File: src/source/event_params.svh
`ifndef EVENT_PARAMS_SVH
`define EVENT_PARAMS_SVH

////////////////////////////////////////
// link streams
////////////////////////////////////////

// number of incoming links
`define EV_NUM_LINKS 4
// one link dword
`define EV_LINK_DW 32

////////////////////////////////////////
// register bus
////////////////////////////////////////

`define EV_WB_AW 15
`define EV_WB_DW 32
// register slot select, 16 slots above the byte offset
`define EV_REG_SEL_LSB 2
`define EV_REG_SEL_W 4

`endif

File: src/source/event_pkg.sv
`include "event_params.svh"

package event_pkg;

    ////////////////////////////////////////
    // link side types
    ////////////////////////////////////////

    // one dword on a link stream
    typedef logic [`EV_LINK_DW-1:0] link_data_t;

    // one flag per link: mask, valids, readies, lasts
    typedef logic [`EV_NUM_LINKS-1:0] link_mask_t;

    // dword statistics count, wraps
    typedef logic [31:0] dword_count_t;

    ////////////////////////////////////////
    // register bus types
    ////////////////////////////////////////

    typedef logic [`EV_WB_AW-1:0] wb_addr_t;

    typedef logic [`EV_WB_DW-1:0] wb_data_t;

    // register slot within the 16-slot map
    typedef logic [`EV_REG_SEL_W-1:0] reg_sel_t;

endpackage

File: src/source/link_bus_if.sv
`timescale 1ns/1ps
`include "event_params.svh"

interface link_bus_if;
    import event_pkg::*;

    // gated link streams, one set per link
    link_data_t tdata [`EV_NUM_LINKS];
    link_mask_t tvalid;
    link_mask_t tready;
    link_mask_t tlast;

    // gate side
    modport producer (
        output tdata,
        output tvalid,
        output tlast,
        input  tready
    );

    // downstream sink
    modport consumer (
        input  tdata,
        input  tvalid,
        input  tlast,
        output tready
    );

    // passive watcher
    modport monitor (
        input tdata,
        input tvalid,
        input tlast,
        input tready
    );

endinterface

File: src/source/dword_stat_counter.sv
`timescale 1ns/1ps
`include "event_params.svh"

module dword_stat_counter (
    input  logic                   aclk,
    input  logic                   reset_i,
    input  logic                   soft_reset_i,
    input  event_pkg::link_mask_t   raw_valid_i,
    output event_pkg::dword_count_t count_o [`EV_NUM_LINKS]
);
    import event_pkg::*;

    ////////////////////////////////////////
    // per-link dword counts
    ////////////////////////////////////////

    dword_count_t count_q [`EV_NUM_LINKS];
    logic         clear;

    // either reset empties every count
    assign clear = reset_i | soft_reset_i;

    for (genvar i = 0; i < `EV_NUM_LINKS; i++) begin : g_count
        always_ff @(posedge aclk) begin
            if (clear) begin
                count_q[i] <= '0;
            end else if (raw_valid_i[i]) begin
                // counts raw valid, ready is ignored
                count_q[i] <= count_q[i] + dword_count_t'(1);
            end
        end

        assign count_o[i] = count_q[i];
    end

endmodule

File: src/source/event_intake_top.sv
`timescale 1ns/1ps
`include "event_params.svh"

module event_intake_top (
    input  logic                                 aclk,
    input  logic                                 reset_i,
    input  logic                                 event_open_i,
    // raw link inputs, link n in dword n
    input  logic [`EV_NUM_LINKS*`EV_LINK_DW-1:0] s_link_tdata_i,
    input  event_pkg::link_mask_t                 s_link_tvalid_i,
    input  event_pkg::link_mask_t                 s_link_tlast_i,
    output event_pkg::link_mask_t                 s_link_tready_o,
    // gated link outputs
    output logic [`EV_NUM_LINKS*`EV_LINK_DW-1:0] m_link_tdata_o,
    output event_pkg::link_mask_t                 m_link_tvalid_o,
    output event_pkg::link_mask_t                 m_link_tlast_o,
    input  event_pkg::link_mask_t                 m_link_tready_i,
    output logic                                 start_event_o,
    // register bus
    input  logic                                 wb_cyc_i,
    input  logic                                 wb_stb_i,
    input  logic                                 wb_we_i,
    input  event_pkg::wb_addr_t                   wb_adr_i,
    input  event_pkg::wb_data_t                   wb_dat_i,
    input  logic [3:0]                           wb_sel_i,
    output logic                                 wb_ack_o,
    output event_pkg::wb_data_t                   wb_dat_o
);
    import event_pkg::*;

    link_data_t   s_tdata [`EV_NUM_LINKS];
    dword_count_t count [`EV_NUM_LINKS];
    logic         soft_reset;
    link_mask_t   link_mask;

    link_bus_if link ();

    ////////////////////////////////////////
    // port packing
    ////////////////////////////////////////

    for (genvar i = 0; i < `EV_NUM_LINKS; i++) begin : g_pack
        assign s_tdata[i] = s_link_tdata_i[i*`EV_LINK_DW +: `EV_LINK_DW];
        assign m_link_tdata_o[i*`EV_LINK_DW +: `EV_LINK_DW] = link.tdata[i];
    end

    // downstream side of the link bus
    assign m_link_tvalid_o = link.tvalid;
    assign m_link_tlast_o  = link.tlast;
    assign link.tready     = m_link_tready_i;

    ////////////////////////////////////////
    // blocks
    ////////////////////////////////////////

    link_intake u_intake (
        .aclk         (aclk),
        .reset_i      (reset_i),
        .event_open_i (event_open_i),
        .s_tdata_i    (s_tdata),
        .s_tvalid_i   (s_link_tvalid_i),
        .s_tlast_i    (s_link_tlast_i),
        .s_tready_o   (s_link_tready_o),
        .link         (link.producer)
    );

    // statistics watch the raw valids
    dword_stat_counter u_stats (
        .aclk         (aclk),
        .reset_i      (reset_i),
        .soft_reset_i (soft_reset),
        .raw_valid_i  (s_link_tvalid_i),
        .count_o      (count)
    );

    start_event_gen u_start (
        .aclk          (aclk),
        .reset_i       (reset_i),
        .soft_reset_i  (soft_reset),
        .link_mask_i   (link_mask),
        .link          (link.monitor),
        .start_event_o (start_event_o)
    );

    event_regs u_regs (
        .aclk         (aclk),
        .reset_i      (reset_i),
        .wb_cyc_i     (wb_cyc_i),
        .wb_stb_i     (wb_stb_i),
        .wb_we_i      (wb_we_i),
        .wb_adr_i     (wb_adr_i),
        .wb_dat_i     (wb_dat_i),
        .wb_sel_i     (wb_sel_i),
        .wb_ack_o     (wb_ack_o),
        .wb_dat_o     (wb_dat_o),
        .count_i      (count),
        .soft_reset_o (soft_reset),
        .link_mask_o  (link_mask)
    );

endmodule

File: src/source/event_regs.sv
`timescale 1ns/1ps
`include "event_params.svh"

module event_regs (
    input  logic                   aclk,
    input  logic                   reset_i,
    input  logic                   wb_cyc_i,
    input  logic                   wb_stb_i,
    input  logic                   wb_we_i,
    input  event_pkg::wb_addr_t     wb_adr_i,
    input  event_pkg::wb_data_t     wb_dat_i,
    input  logic [3:0]             wb_sel_i,
    output logic                   wb_ack_o,
    output event_pkg::wb_data_t     wb_dat_o,
    input  event_pkg::dword_count_t count_i [`EV_NUM_LINKS],
    output logic                   soft_reset_o,
    output event_pkg::link_mask_t   link_mask_o
);
    import event_pkg::*;

    reg_sel_t   reg_sel;
    wb_data_t   ctrl_word;
    wb_data_t   rd_mux;
    wb_data_t   dat_q;
    logic       ack_q;
    logic       req;
    logic       soft_reset_q;
    link_mask_t link_mask_q;

    assign req     = wb_cyc_i & wb_stb_i;
    assign reg_sel = wb_adr_i[`EV_REG_SEL_LSB +: `EV_REG_SEL_W];

    ////////////////////////////////////////
    // read decode
    ////////////////////////////////////////

    // reset in bit 0, mask in bits 8..11
    always_comb begin
        ctrl_word = '0;
        ctrl_word[0] = soft_reset_q;
        ctrl_word[8 +: `EV_NUM_LINKS] = link_mask_q;
    end

    // bit 3 of the select is ignored, upper half mirrors lower
    always_comb begin
        if (!reg_sel[2]) begin
            rd_mux = ctrl_word;
        end else begin
            rd_mux = count_i[reg_sel[1:0]];
        end
    end

    ////////////////////////////////////////
    // bus handshake and writes
    ////////////////////////////////////////

    always_ff @(posedge aclk) begin
        // sample on the first cycle of a read
        if (req && !wb_we_i && !ack_q) begin
            dat_q <= rd_mux;
        end
    end

    always_ff @(posedge aclk) begin
        if (reset_i) begin
            ack_q        <= 1'b0;
            soft_reset_q <= 1'b0;
            link_mask_q  <= '0;
        end else begin
            ack_q <= req;
            // writes land in the ack cycle, any slot
            if (req && wb_ack_o && wb_we_i) begin
                if (wb_sel_i[0]) begin
                    soft_reset_q <= wb_dat_i[0];
                end
                if (wb_sel_i[1]) begin
                    link_mask_q <= wb_dat_i[8 +: `EV_NUM_LINKS];
                end
            end
        end
    end

    assign wb_ack_o     = ack_q & wb_cyc_i;
    assign wb_dat_o     = dat_q;
    assign soft_reset_o = soft_reset_q;
    assign link_mask_o  = link_mask_q;

    // every ack answers a strobe seen one cycle earlier
    a_ack_follows_req : assert property (
        @(posedge aclk) disable iff (reset_i)
        wb_ack_o |-> $past(wb_cyc_i && wb_stb_i)
    );

endmodule

File: src/source/link_intake.sv
`timescale 1ns/1ps
`include "event_params.svh"

module link_intake (
    input  logic                aclk,
    input  logic                reset_i,
    input  logic                event_open_i,
    input  event_pkg::link_data_t s_tdata_i [`EV_NUM_LINKS],
    input  event_pkg::link_mask_t s_tvalid_i,
    input  event_pkg::link_mask_t s_tlast_i,
    output event_pkg::link_mask_t s_tready_o,
    link_bus_if.producer        link
);

    ////////////////////////////////////////
    // event window
    ////////////////////////////////////////

    // sampled once, follows the input one cycle later
    logic open_q;

    always_ff @(posedge aclk) begin
        open_q <= event_open_i;
    end

    ////////////////////////////////////////
    // per-link gate
    ////////////////////////////////////////

    for (genvar i = 0; i < `EV_NUM_LINKS; i++) begin : g_gate
        // payload passes untouched
        assign link.tdata[i] = s_tdata_i[i];
        assign link.tlast[i] = s_tlast_i[i];

        // closed window: hide the beat downstream
        assign link.tvalid[i] = s_tvalid_i[i] & open_q;

        // closed window: accept and drop everything
        assign s_tready_o[i] = link.tready[i] | ~open_q;
    end

    // a beat only reaches the link bus if the window was open a cycle earlier
    a_no_valid_closed : assert property (
        @(posedge aclk) disable iff (reset_i)
        !$past(event_open_i) |-> (link.tvalid == '0)
    );

endmodule

File: src/source/start_event_gen.sv
`timescale 1ns/1ps
`include "event_params.svh"

module start_event_gen (
    input  logic                 aclk,
    input  logic                 reset_i,
    input  logic                 soft_reset_i,
    input  event_pkg::link_mask_t link_mask_i,
    link_bus_if.monitor          link,
    output logic                 start_event_o
);
    import event_pkg::*;

    link_mask_t hs_last;
    link_mask_t last_hs_q;
    link_mask_t unmasked;
    link_mask_t first_unmasked;
    logic       start_q;

    // last beat accepted on each link this cycle
    assign hs_last = link.tlast & link.tvalid & link.tready;

    ////////////////////////////////////////
    // stage 1: capture header ends
    ////////////////////////////////////////

    always_ff @(posedge aclk) begin
        if (reset_i || soft_reset_i) begin
            last_hs_q <= '0;
        end else begin
            last_hs_q <= hs_last;
        end
    end

    ////////////////////////////////////////
    // stage 2: lowest unmasked link wins
    ////////////////////////////////////////

    // isolate lowest set bit, zero when all masked
    assign unmasked       = ~link_mask_i;
    assign first_unmasked = unmasked & (~unmasked + link_mask_t'(1));

    always_ff @(posedge aclk) begin
        if (reset_i || soft_reset_i) begin
            start_q <= 1'b0;
        end else begin
            start_q <= |(last_hs_q & first_unmasked);
        end
    end

    assign start_event_o = start_q;

    // a pulse traces back to a last beat two cycles earlier on the selected link
    a_start_has_cause : assert property (
        @(posedge aclk) disable iff (reset_i)
        start_event_o |-> |($past(hs_last, 2) & $past(first_unmasked))
    );

endmodule

File: config.mk
export PLATFORM = sky130hd
export DESIGN_NAME = event_intake_top
export DESIGN_NICKNAME = d
export VERILOG_FILES = /design/src/source/event_pkg.sv /design/src/source/link_bus_if.sv /design/src/source/dword_stat_counter.sv /design/src/source/event_intake_top.sv /design/src/source/event_regs.sv /design/src/source/link_intake.sv /design/src/source/start_event_gen.sv
export VERILOG_INCLUDE_DIRS = /design/src /design/src/source
export SDC_FILE = /design/constraint.sdc
export NUM_CORES = 1
export LEC_CHECK = 0
export BUFFER_PORTS_ARGS = -buffer_cell sky130_fd_sc_hd__buf_2
export CELL_PAD_IN_SITES_DETAIL_PLACEMENT = 1
export CELL_PAD_IN_SITES_GLOBAL_PLACEMENT = 1
export CORE_ASPECT_RATIO = 1.2
export CORE_MARGIN = 2
export CORE_UTILIZATION = 39
export DETAILED_ROUTE_END_ITERATION = 8
export GPL_ROUTABILITY_DRIVEN = 0
export PLACE_DENSITY_LB_ADDON = 0.1
export SLEW_MARGIN = 20
export SYNTH_ARGS = -nofsm -noshare
export SYNTH_HDL_FRONTEND = slang
export SYNTH_SLANG_ARGS = --single-unit
File: constraint.sdc
create_clock -name aclk -period 3.5 [get_ports aclk]
set_clock_uncertainty 0.2 [all_clocks]
set_input_delay 0.175 -clock aclk [delete_from_list [all_inputs] [get_ports aclk]]
set_output_delay 0.175 -clock aclk [all_outputs]
set_load 0.03 [all_outputs]
==> qor.yml, run 1 <==
drt:
  vias: 7782
  drt-total-wl_um: 30730
  ant_nets: 0
  drt-initial-drc-count: 501
  dr.pass1.iters: 5
  drc: 0
  wire_per_inst_um: 23.17
  via_per_inst: 5.869
yosys:
  yosys-top-cells-area: "edfxtp_1 45%, buf_4 9.2%, mux4_2 6.5%, a21oi_1 2.7%, nand2_1 2.7%"
  yosysUniqueCellTypes: 46
  yosys_warnings: 0
  ys_top_cells_by_count: "160 x edfxtp_1, 132 x buf_4, 77 x nand2_1"
  syn_nets: 1214
  postSynthCellCount: 1013
  yosys.area.top_type: "edfxtp_1"
  synth_most_common_cell: "edfxtp_1"
  synthArstFlopShare_pct: 0
  yosysSeqAreaShare_pct: 46.74
  synth_edf_count: 160
  avgSynthCellArea_um2: 10.66
  netlist.area_leader.share_pct: 44.51
  synth_seq_cells: 172
  synth_top_flop_cell: "edfxtp_1"
  netlist_area_um2: 10790
sta:
  fin_tns_setup_ns: 0
  timing.slew.headroom_pct: 47.34
  min_period_ns: 2.547
  rsz0062_at_grt: "false"
  setup-violations-final: 0
  fmax_mhz: 392.6
  finalHoldViolations: 0
  tightest_slew_ns: 0.7827
  maxSlewViolCount: 0
  period_share_pct: 72.77
floorplanning:
  coreArea_um2: 27170
  initial_core_util_pct: 39.73
  io_pins: 371
  fp.dieH_um: 186.2
  die-area_um2: 29030
  die_w_um: 155.9
  fp-row-count: 66
finish:
  final_layout_size_suffix_gt1_share_pct: 18.15
  final_core_util_pct: 41.83
  num-fill-cells: 2962
  diodes: 0
  register_area_um2: 5045
  area_delta_synth_final_pct: 5.297
  multiInputGateArea_um2: 4516
  nNetsFinal: 1174
worst_setup_path:
  cp-startpoint: "u_stats.count_q[3][0]$_SDFFCE_PN0P_"
  critical_path_arrival_ns: 2.62
  slowest_delay_ns: 0.64
  r2r_setup_slack_ns: 0.95
  crit_end: "u_stats.count_q[3][26]$_SDFFCE_PN0P_"
  crit_path_cell_trace: "ha_1 -> nand4_1 -> or4_1 -> or4_1 -> a21oi_1"
  cp-end-kind: "register"
  rr_startpoint: "u_stats.count_q[3][0]$_SDFFCE_PN0P_"
  start_kind: "register"
  cpMostUsedCell: "or4_1"
  critical_path_required_ns: 3.57
  crit_type: "register to register"
  path_max_fanout: 8
  reg2reg_depth: 5
  r2r_end: "u_stats.count_q[3][26]$_SDFFCE_PN0P_"
  cp_slowest_cell: "or4_1"
cts:
  htree_levels: 4
  hold_buffers: 22
  cts_tree: "yes"
  clkTransAtPathRegs_ns: 0.07
  cts-root-buf: "clkbuf_16"
  cts_buffer_depth: 2
  cts_sinks: 172
  cts-buffers-inserted: 17
  cts_resized: 0
  insertion_delay_ns: 0.44
  cts_setup_buffers: 0
power:
  swShare_pct: 27.11
  pwr-share-seq_pct: 53.1
  p_leak_nw: 3.942
  total_power_mw: 4.765
  worst_ir_drop_vdd_uv: 302.6
  p_int_mw: 3.473
  pwr-share-clk_pct: 37.9
  p_comb_share_pct: 9.0
  p_per_area_nw_per_um2: 419.2
  switching_power_mw: 1.292
worst_hold_path:
  holdCritPathClass: "input pin to register"
placement:
  portBuffers: 73
  place_hpwl_um: 22820
grt:
  grt_overflow: 0
  grt_max_degree: 33
  grt_usage_pct: 21.44
  grt_pass1_vias: 7729
  antenna_found_initial: 0
  grt_pass1_wl_um: 46580
run_status:
  status: "finished clean"
flow_run:
  cap_violations: 0
-- worst max-delay path, delay by kind of cell (launching register included) --
family / cells / cell delay [ns]
compound gates: 1 / 0.17
flops: 1 / 0.46
simple gates: 3 / 1.31
fa+ha+maj: 1 / 0.25
-- final cells by class --
type | instances | area share, %
Clock buffer | 17 | 3.743
Clock inverter | 15 | 1.002
Inverter | 16 | 0.5284
Multi-Input combinational cell | 645 | 39.73
Sequential cell | 172 | 44.39
Tap cell | 340 | 3.743
Timing Repair Buffer | 121 | 6.869
-- power by group through the flow --
stage | logic (mW) | registers [mW] | clock network (mW)
5_1_grt | 0.472 | 2.55 | 1.92
6_report | 0.430 | 2.53 | 1.81
3_5_place_dp | 0.425 | 2.57 | 0
3_3_place_gp | 0.419 | 2.57 | 0
2_1_floorplan | 0.555 | 2.51 | 0
4_1_cts | 0.438 | 2.53 | 1.85
-- cell usage in the layout, fill, tap and decap left out, types with 14 or more instances in the layout --
cell type,synthesis,layout
a21oi_1,58,58
and2_1,46,46
and4_1,22,22
buf_2,8,73
buf_4,132,26
clkbuf_16,0,17
dlygate4sd3_1,0,22
edfxtp_1,160,160
inv_1,16,16
mux2i_1,17,17
mux4_2,31,31
nand2_1,77,77
nand2b_1,24,24
nand3_1,44,44
nand4_1,32,32
nor2_1,61,61
nor4_1,14,14
o21ai_0,19,19
o31ai_1,28,28
or3_1,20,20
or4_1,31,31
xnor2_1,25,25
-- worst min path at each step --
stage / startpoint / to / slack [ns] / depth (start not counted)
after global placement: event_open_i / u_intake.open_q$_DFF_P_ / 0.08 / 1
after floorplan: event_open_i / u_intake.open_q$_DFF_P_ / 0.003 / 0
after detailed placement: event_open_i / u_intake.open_q$_DFF_P_ / 0.08 / 1
after global routing: wb_sel_i[1] / u_regs.link_mask_o[0]$_SDFFE_PP0P_ / 0.06 / 4
after CTS: wb_sel_i[1] / u_regs.link_mask_o[0]$_SDFFE_PP0P_ / 0.04 / 4
final: wb_sel_i[1] / u_regs.link_mask_o[0]$_SDFFE_PP0P_ / 0.02 / 4
-- through the flow --
step	cell area [um^2]	setup slack (ns)	hold slack (ns)	std cells
6_report	11370	0.9531	0.01906	1326
5_1_grt	11370	0.8651	0.06093	1326
4_1_cts	11370	0.9538	0.03740	1326
3_5_place_dp	10610	0.9778	0.08063	1272
3_3_place_gp	10610	1.021	0.08018	1272
2_1_floorplan	10790	0.2967	0.002717	1013
-- kinds of logic (layout without fill, tap and decap cells) --
logic type	Yosys count	after routing	synth area share [%]
AO/OA/AOI/OAI	137	137	8.010
buffers and inverters	196	169	11.57
adder cells (fa/ha/maj)	4	4	0.4637
AND/OR/NAND/NOR	412	412	21.33
multiplexers	54	54	8.810
flip-flops	172	172	46.74
XOR/XNOR	38	38	3.083
-- state kept, by name, indices dropped and copies added (netlist names) --
signal                 flops
u_stats.count_q          128
u_regs.ack_q               1
u_start.start_event_o      1
u_regs.soft_reset_o        1
u_regs.wb_dat_o           32
u_intake.open_q            1
u_start.last_hs_q          4
u_regs.link_mask_o         4
-- routing by layer --
| metal | track usage, % | routed length [um] | vias up | share of wire, % |
|---|---|---|---|---|
| li1 | - | - | 3618 | - |
| met1 | 28.42 | 13660 | 3892 | 44 |
| met2 | 34.90 | 14630 | 204 | 48 |
| met3 | 4.379 | 1565 | 68 | 5.1 |
| met4 | 7.963 | 870 | 0 | 2.8 |
| met5 | 0 | 0 | - | 0 |
(Power assumes the default switching activity.)
==> inputs of run 2 (changes only) <==
--- a/config.mk
+++ b/config.mk
@@ -11,7 +11,7 @@
 export CELL_PAD_IN_SITES_GLOBAL_PLACEMENT = 1
 export CORE_ASPECT_RATIO = 1.2
 export CORE_MARGIN = 2
-export CORE_UTILIZATION = 39
+export CORE_UTILIZATION = 35
 export DETAILED_ROUTE_END_ITERATION = 8
 export GPL_ROUTABILITY_DRIVEN = 0
 export PLACE_DENSITY_LB_ADDON = 0.1
==> constraint.sdc (replaced) <==
create_clock -name aclk -period 2.24 [get_ports aclk]
set_clock_uncertainty 0.2 [all_clocks]
set_input_delay 0.112 -clock aclk [delete_from_list [all_inputs] [get_ports aclk]]
set_output_delay 0.112 -clock aclk [all_outputs]
set_load 0.03 [all_outputs]
==> qor.yml, run 2 (synthesis results as in run 1) <==
run_status:
  status: "finished clean"
worst_setup_path:
  path_max_fanout: 8
  cp_slowest_cell: "or4_4"
  rr_startpoint: "u_stats.count_q[3][0]$_SDFFCE_PN0P_"
  cp_num_buf_inv: 0
  crit_path_cell_trace: "ha_2 -> nand4_1 -> or4_4 -> or4_4 -> a21oi_2"
  cp-startpoint: "u_stats.count_q[3][0]$_SDFFCE_PN0P_"
  cp_top_family: "simple AND/OR/NAND/NOR gates"
  start_kind: "register"
  cpMostUsedCell: "or4_4"
  crit_type: "register to register"
  critical_path_required_ns: 2.33
  critical_path_arrival_ns: 2.32
  cp-end-kind: "register"
  r2r_setup_slack_ns: 0.01
  r2r_end: "u_stats.count_q[3][30]$_SDFFCE_PN0P_"
  reg2reg_depth: 5
  slowest_delay_ns: 0.54
worst_hold_path:
  min_from: "s_link_tdata_i[102]"
  min_path_cells: 0
  min_to: "m_link_tdata_o[102]"
  holdCritPathClass: "input pin to output port"
floorplanning:
  initial_core_util_pct: 35.52
  fp-row-count: 70
  die_w_um: 164.3
  fp.dieH_um: 196.4
  die-area_um2: 32270
  io_pins: 371
  coreArea_um2: 30390
drt:
  drt-initial-drc-count: 508
  vias: 8234
  drc: 0
  drt-total-wl_um: 33030
  ant_nets: 0
  via_per_inst: 5.522
  dr.pass1.iters: 5
  wire_per_inst_um: 22.15
finish:
  num-fill-cells: 3367
  final_layout_size_suffix_gt1_share_pct: 27.03
  area_delta_synth_final_pct: 15.17
  largest_register_ffs: 128
  diodes: 0
  most-common-layout-cells: "160 x edfxtp_1, 127 x buf_4, 76 x nand2_1"
  mostFrequentLayoutCell: "edfxtp_1"
  regMostFlops: "u_stats.count_q"
  nNetsFinal: 1283
grt:
  grt_overflow: 0
  grt_max_degree: 33
  antenna_found_initial: 1
  grt_usage_pct: 21.16
  grt_pass1_vias: 8425
  grt_pass1_wl_um: 50960
placement:
  place_hpwl_um: 24910
  portBuffers: 73
  pre_cts_ws_ns: -0.1251
cts:
  cts-root-buf: "clkbuf_16"
  cts-buffers-inserted: 17
  cts_tree: "yes"
  cts_sinks: 172
  htree_levels: 4
  insertion_delay_ns: 0.45
  cts_buffer_depth: 2
  clkTransAtPathRegs_ns: 0.07
sta:
  timing.slew.headroom_pct: 50.65
  setup-violations-final: 0
  min_period_ns: 2.230
  fmax_mhz: 448.5
  hold_ws_ns: 0.02401
  maxSlewViolCount: 0
  tightest_slew_ns: 0.7394
  fin_ws_ns: 0.01017
  finalHoldViolations: 0
  rsz0062_at_grt: "true"
  period_share_pct: 99.55
power:
  p_leak_nw: 4.536
  p_per_area_nw_per_um2: 633.3
  worst_ir_drop_vdd_uv: 475.1
flow_run:
  cap_violations: 0
## run 2: worst max-delay path by stage
stage,to,slack (ns),depth (start not counted)
finish,u_stats.count_q[3][30]$_SDFFCE_PN0P_,0.01,5
global route,u_stats.count_q[3][30]$_SDFFCE_PN0P_,-0.09,5
CTS,u_stats.count_q[3][30]$_SDFFCE_PN0P_,-0.03,5
detailed placement,u_stats.count_q[3][30]$_SDFFCE_PN0P_,-0.13,5
global placement,u_stats.count_q[3][30]$_SDFFCE_PN0P_,-0.08,5
floorplan,u_stats.count_q[2][24]$_SDFFCE_PN0P_,0.03,6
## run 2: through the flow
step / setup TNS, ns / total power, mW / cells / util (%) / instance area [um^2]
after floorplan: 0 / 4.795 / 1013 / - / 10810
after global placement: -0.1864 / 4.811 / 1429 / 37.81 / 11490
after detailed placement: -0.3032 / 4.829 / 1429 / 37.81 / 11490
after CTS: -0.02924 / 7.968 / 1487 / 40.64 / 12350
after global routing: -0.1943 / 8.203 / 1491 / 40.91 / 12430
final: 0 / 7.873 / 1491 / 40.91 / 12430
## run 2: cell type report
type	count	area, um^2	area share, %
well taps	396	495.5	3.986
clock inverters	14	158.9	1.278
multi-input cells	645	4584	36.88
flip-flops and latches	172	5045	40.58
repair buffers	230	1659	13.35
clock buffers	18	429.2	3.452
inverters	16	60.06	0.4831
## run 2: report_power, final
part | switching, mW | total [mW] | internal, mW
Sequential | 0.151 | 3.85 | 3.69
Clock | 1.41 | 3.09 | 1.67
Combinational | 0.522 | 0.941 | 0.419
Total | 2.09 | 7.87 | 5.79
## run 2: timing repair
| action | CTS | global route |
|---|---|---|
| endpoints found under the setup margin | 3 | 20 |
| gates resized for setup | 3 | 11 |
| pin swaps | 0 | 2 |
| hold buffers | 26 | 0 |
| hold endpoints to repair | 37 | 0 |
| setup buffers | 0 | 4 |
## run 2: worst reg2reg max path, cell delays in order, from the launching register on
cell and delay (ns):
edfxtp_1 0.36, ha_2 0.19, nand4_1 0.20, or4_4 0.54, or4_4 0.44, a21oi_2 0.15
## run 2: per-layer routing
| metal | track usage (%) | vias to the layer above | share of wire (%) |
|---|---|---|---|
| met2 | 33.46 | 169 | 48 |
| met4 | 10.10 | 0 | 4.2 |
| met1 | 28.18 | 4158 | 45 |
| met3 | 3.493 | 75 | 3.6 |
| met5 | 0 | - | 0 |
| li1 | - | 3832 | - |
==> inputs of run 3 (changes only) <==
--- a/config.mk
+++ b/config.mk
@@ -9,11 +9,12 @@
 export BUFFER_PORTS_ARGS = -buffer_cell sky130_fd_sc_hd__buf_2
 export CELL_PAD_IN_SITES_DETAIL_PLACEMENT = 1
 export CELL_PAD_IN_SITES_GLOBAL_PLACEMENT = 1
-export CORE_ASPECT_RATIO = 1.2
+export CORE_ASPECT_RATIO = 1.1
 export CORE_MARGIN = 2
-export CORE_UTILIZATION = 35
+export CORE_UTILIZATION = 39
 export DETAILED_ROUTE_END_ITERATION = 8
 export GPL_ROUTABILITY_DRIVEN = 0
+export MAX_ROUTING_LAYER = met4
 export PLACE_DENSITY_LB_ADDON = 0.1
 export SLEW_MARGIN = 20
 export SYNTH_ARGS = -nofsm -noshare
==> constraint.sdc (replaced) <==
create_clock -name aclk -period 2.5 [get_ports aclk]
set_clock_uncertainty 0.2 [all_clocks]
set_input_delay 0.125 -clock aclk [delete_from_list [all_inputs] [get_ports aclk]]
set_output_delay 0.125 -clock aclk [all_outputs]
set_load 0.03 [all_outputs]
==> qor.yml, run 3 (synthesis results as in run 1) <==
run_status:
  status: "finished clean"
floorplanning:
  initial_core_util_pct: 39.81
  fp.dieH_um: 178.5
  die-area_um2: 29030
  fp-row-count: 63
  io_pins: 371
  die_w_um: 162.6
  coreArea_um2: 27120
drt:
  via_per_inst: 5.797
  dr.pass1.iters: 5
  drt-total-wl_um: 31740
  drc: 0
  ant_nets: 0
  vias: 8139
  drt-initial-drc-count: 661
  wire_per_inst_um: 22.60
sta:
  fin_tns_setup_ns: 0
  min_period_ns: 2.403
  maxSlewViolCount: 0
  timing.slew.headroom_pct: 34.03
  rsz0062_at_grt: "false"
  period_share_pct: 96.10
  finalHoldViolations: 0
  fin_ws_ns: 0.09744
  setup-violations-final: 0
  tightest_slew_ns: 0.9875
  fmax_mhz: 416.2
grt:
  grt_pass1_wl_um: 48900
  grt_max_degree: 33
  antenna_found_initial: 1
  grt_pass1_vias: 8233
  grt_overflow: 0
  grt_usage_pct: 23.17
worst_setup_path:
  crit_path_cell_trace: "nand3_1 -> or4_1 -> or4_1 -> a21oi_1"
  start_kind: "register"
  critical_path_arrival_ns: 2.48
  cpMostUsedCell: "or4_1"
  path_max_fanout: 12
  cp-end-kind: "register"
  slowest_delay_ns: 0.81
  cp_slowest_cell: "or4_1"
  critical_path_required_ns: 2.58
  crit_type: "register to register"
finish:
  final_cells: 1404
  multiInputGateArea_um2: 4523
  num-fill-cells: 3033
  largest_register_ffs: 128
  regMostFlops: "u_stats.count_q"
  most-common-layout-cells: "160 x edfxtp_1, 77 x nand2_1, 77 x buf_4"
  final_layout_size_suffix_gt1_share_pct: 22.20
  fin_area_um2: 11870
  nNetsFinal: 1233
  mostFrequentLayoutCell: "edfxtp_1"
  register_area_um2: 5045
  area_delta_synth_final_pct: 10.00
power:
  pwr-share-seq_pct: 52.1
  swShare_pct: 26.76
  p_per_area_nw_per_um2: 564.4
  p_int_mw: 4.908
  switching_power_mw: 1.794
  pwr-share-clk_pct: 36.9
  p_leak_nw: 4.238
  worst_ir_drop_vdd_uv: 339.0
  p_comb_share_pct: 11.0
cts:
  cts_sinks: 172
  cts-root-buf: "clkbuf_16"
  cts-buffers-inserted: 17
  cts_tree: "yes"
  cts_buffer_depth: 2
  cts_setup_buffers: 0
  insertion_delay_ns: 0.44
  htree_levels: 4
  clkTransAtPathRegs_ns: 0.08
placement:
  pre_cts_ws_ns: 0.1260
  portBuffers: 73
  place_hpwl_um: 23430
  dpl.cell_count: 1342
  placed_area_um2: 11060
worst_hold_path:
  holdCritPathClass: "input pin to output port"
flow_run:
  cap_violations: 0
[run 3: worst paths after layout]
path / slack [ns] / cells after the start / endpoint / start
setup / recovery: 0.1 / 4 / u_stats.count_q[1][17]$_SDFFCE_PN0P_ / u_stats.count_q[1][4]$_SDFFCE_PN0P_
setup reg to reg: 0.1 / 4 / u_stats.count_q[1][17]$_SDFFCE_PN0P_ / u_stats.count_q[1][4]$_SDFFCE_PN0P_
hold reg to reg: 0.35 / 2 / u_start.start_event_o$_SDFF_PP0_ / u_start.last_hs_q[0]$_SDFF_PP0_
hold / removal: 0.05 / 0 / m_link_tdata_o[102] / s_link_tdata_i[102]
[run 3: worst max-delay path: cells and delay by family (launching register included)]
kind	cells	cell delay, ns
flops	1	0.36
simple gates	3	1.52
compound gates	1	0.17
[run 3: final cells by class]
type | count | area share, %
well taps | 357 | 3.762
flip-flops and latches | 172 | 42.49
inverters | 16 | 0.5058
repair buffers | 180 | 10.64
clock buffers | 19 | 3.646
multi-input cells | 645 | 38.09
clock inverters | 13 | 0.8219
diodes | 2 | 0.04215
[run 3: timing repair]
item / 4_1_cts / 5_1_grt
resized for setup: 0 / 1
hold buffers: 28 / 0
setup endpoints to repair: 0 / 5
endpoints found under the hold margin: 12 / 0
[run 3: through the flow]
step,utilization [%],power [mW],hold WS [ns]
after floorplan,-,4.296,-0.04728
after global placement,40.78,4.254,0.02936
after detailed placement,40.78,4.271,0.03418
after CTS,43.77,6.766,0.05020
after global routing,43.77,6.952,0.05004
final,43.79,6.701,0.05001
[run 3: routing by layer]
metal	share of wire (%)	global-route usage (%)
met1	45	30.92
met2	47	35.89
met3	5.2	4.115
met4	2.6	7.706
met5	0	-
[run 3: power groups by stage]
| stage | logic, mW | clock network, mW | registers [mW] |
|---|---|---|---|
| after floorplan | 0.777 | 0 | 3.52 |
| after global placement | 0.714 | 0 | 3.54 |
| after detailed placement | 0.725 | 0 | 3.55 |
| after CTS | 0.747 | 2.53 | 3.48 |
| after global routing | 0.805 | 2.63 | 3.51 |
| final | 0.737 | 2.48 | 3.49 |
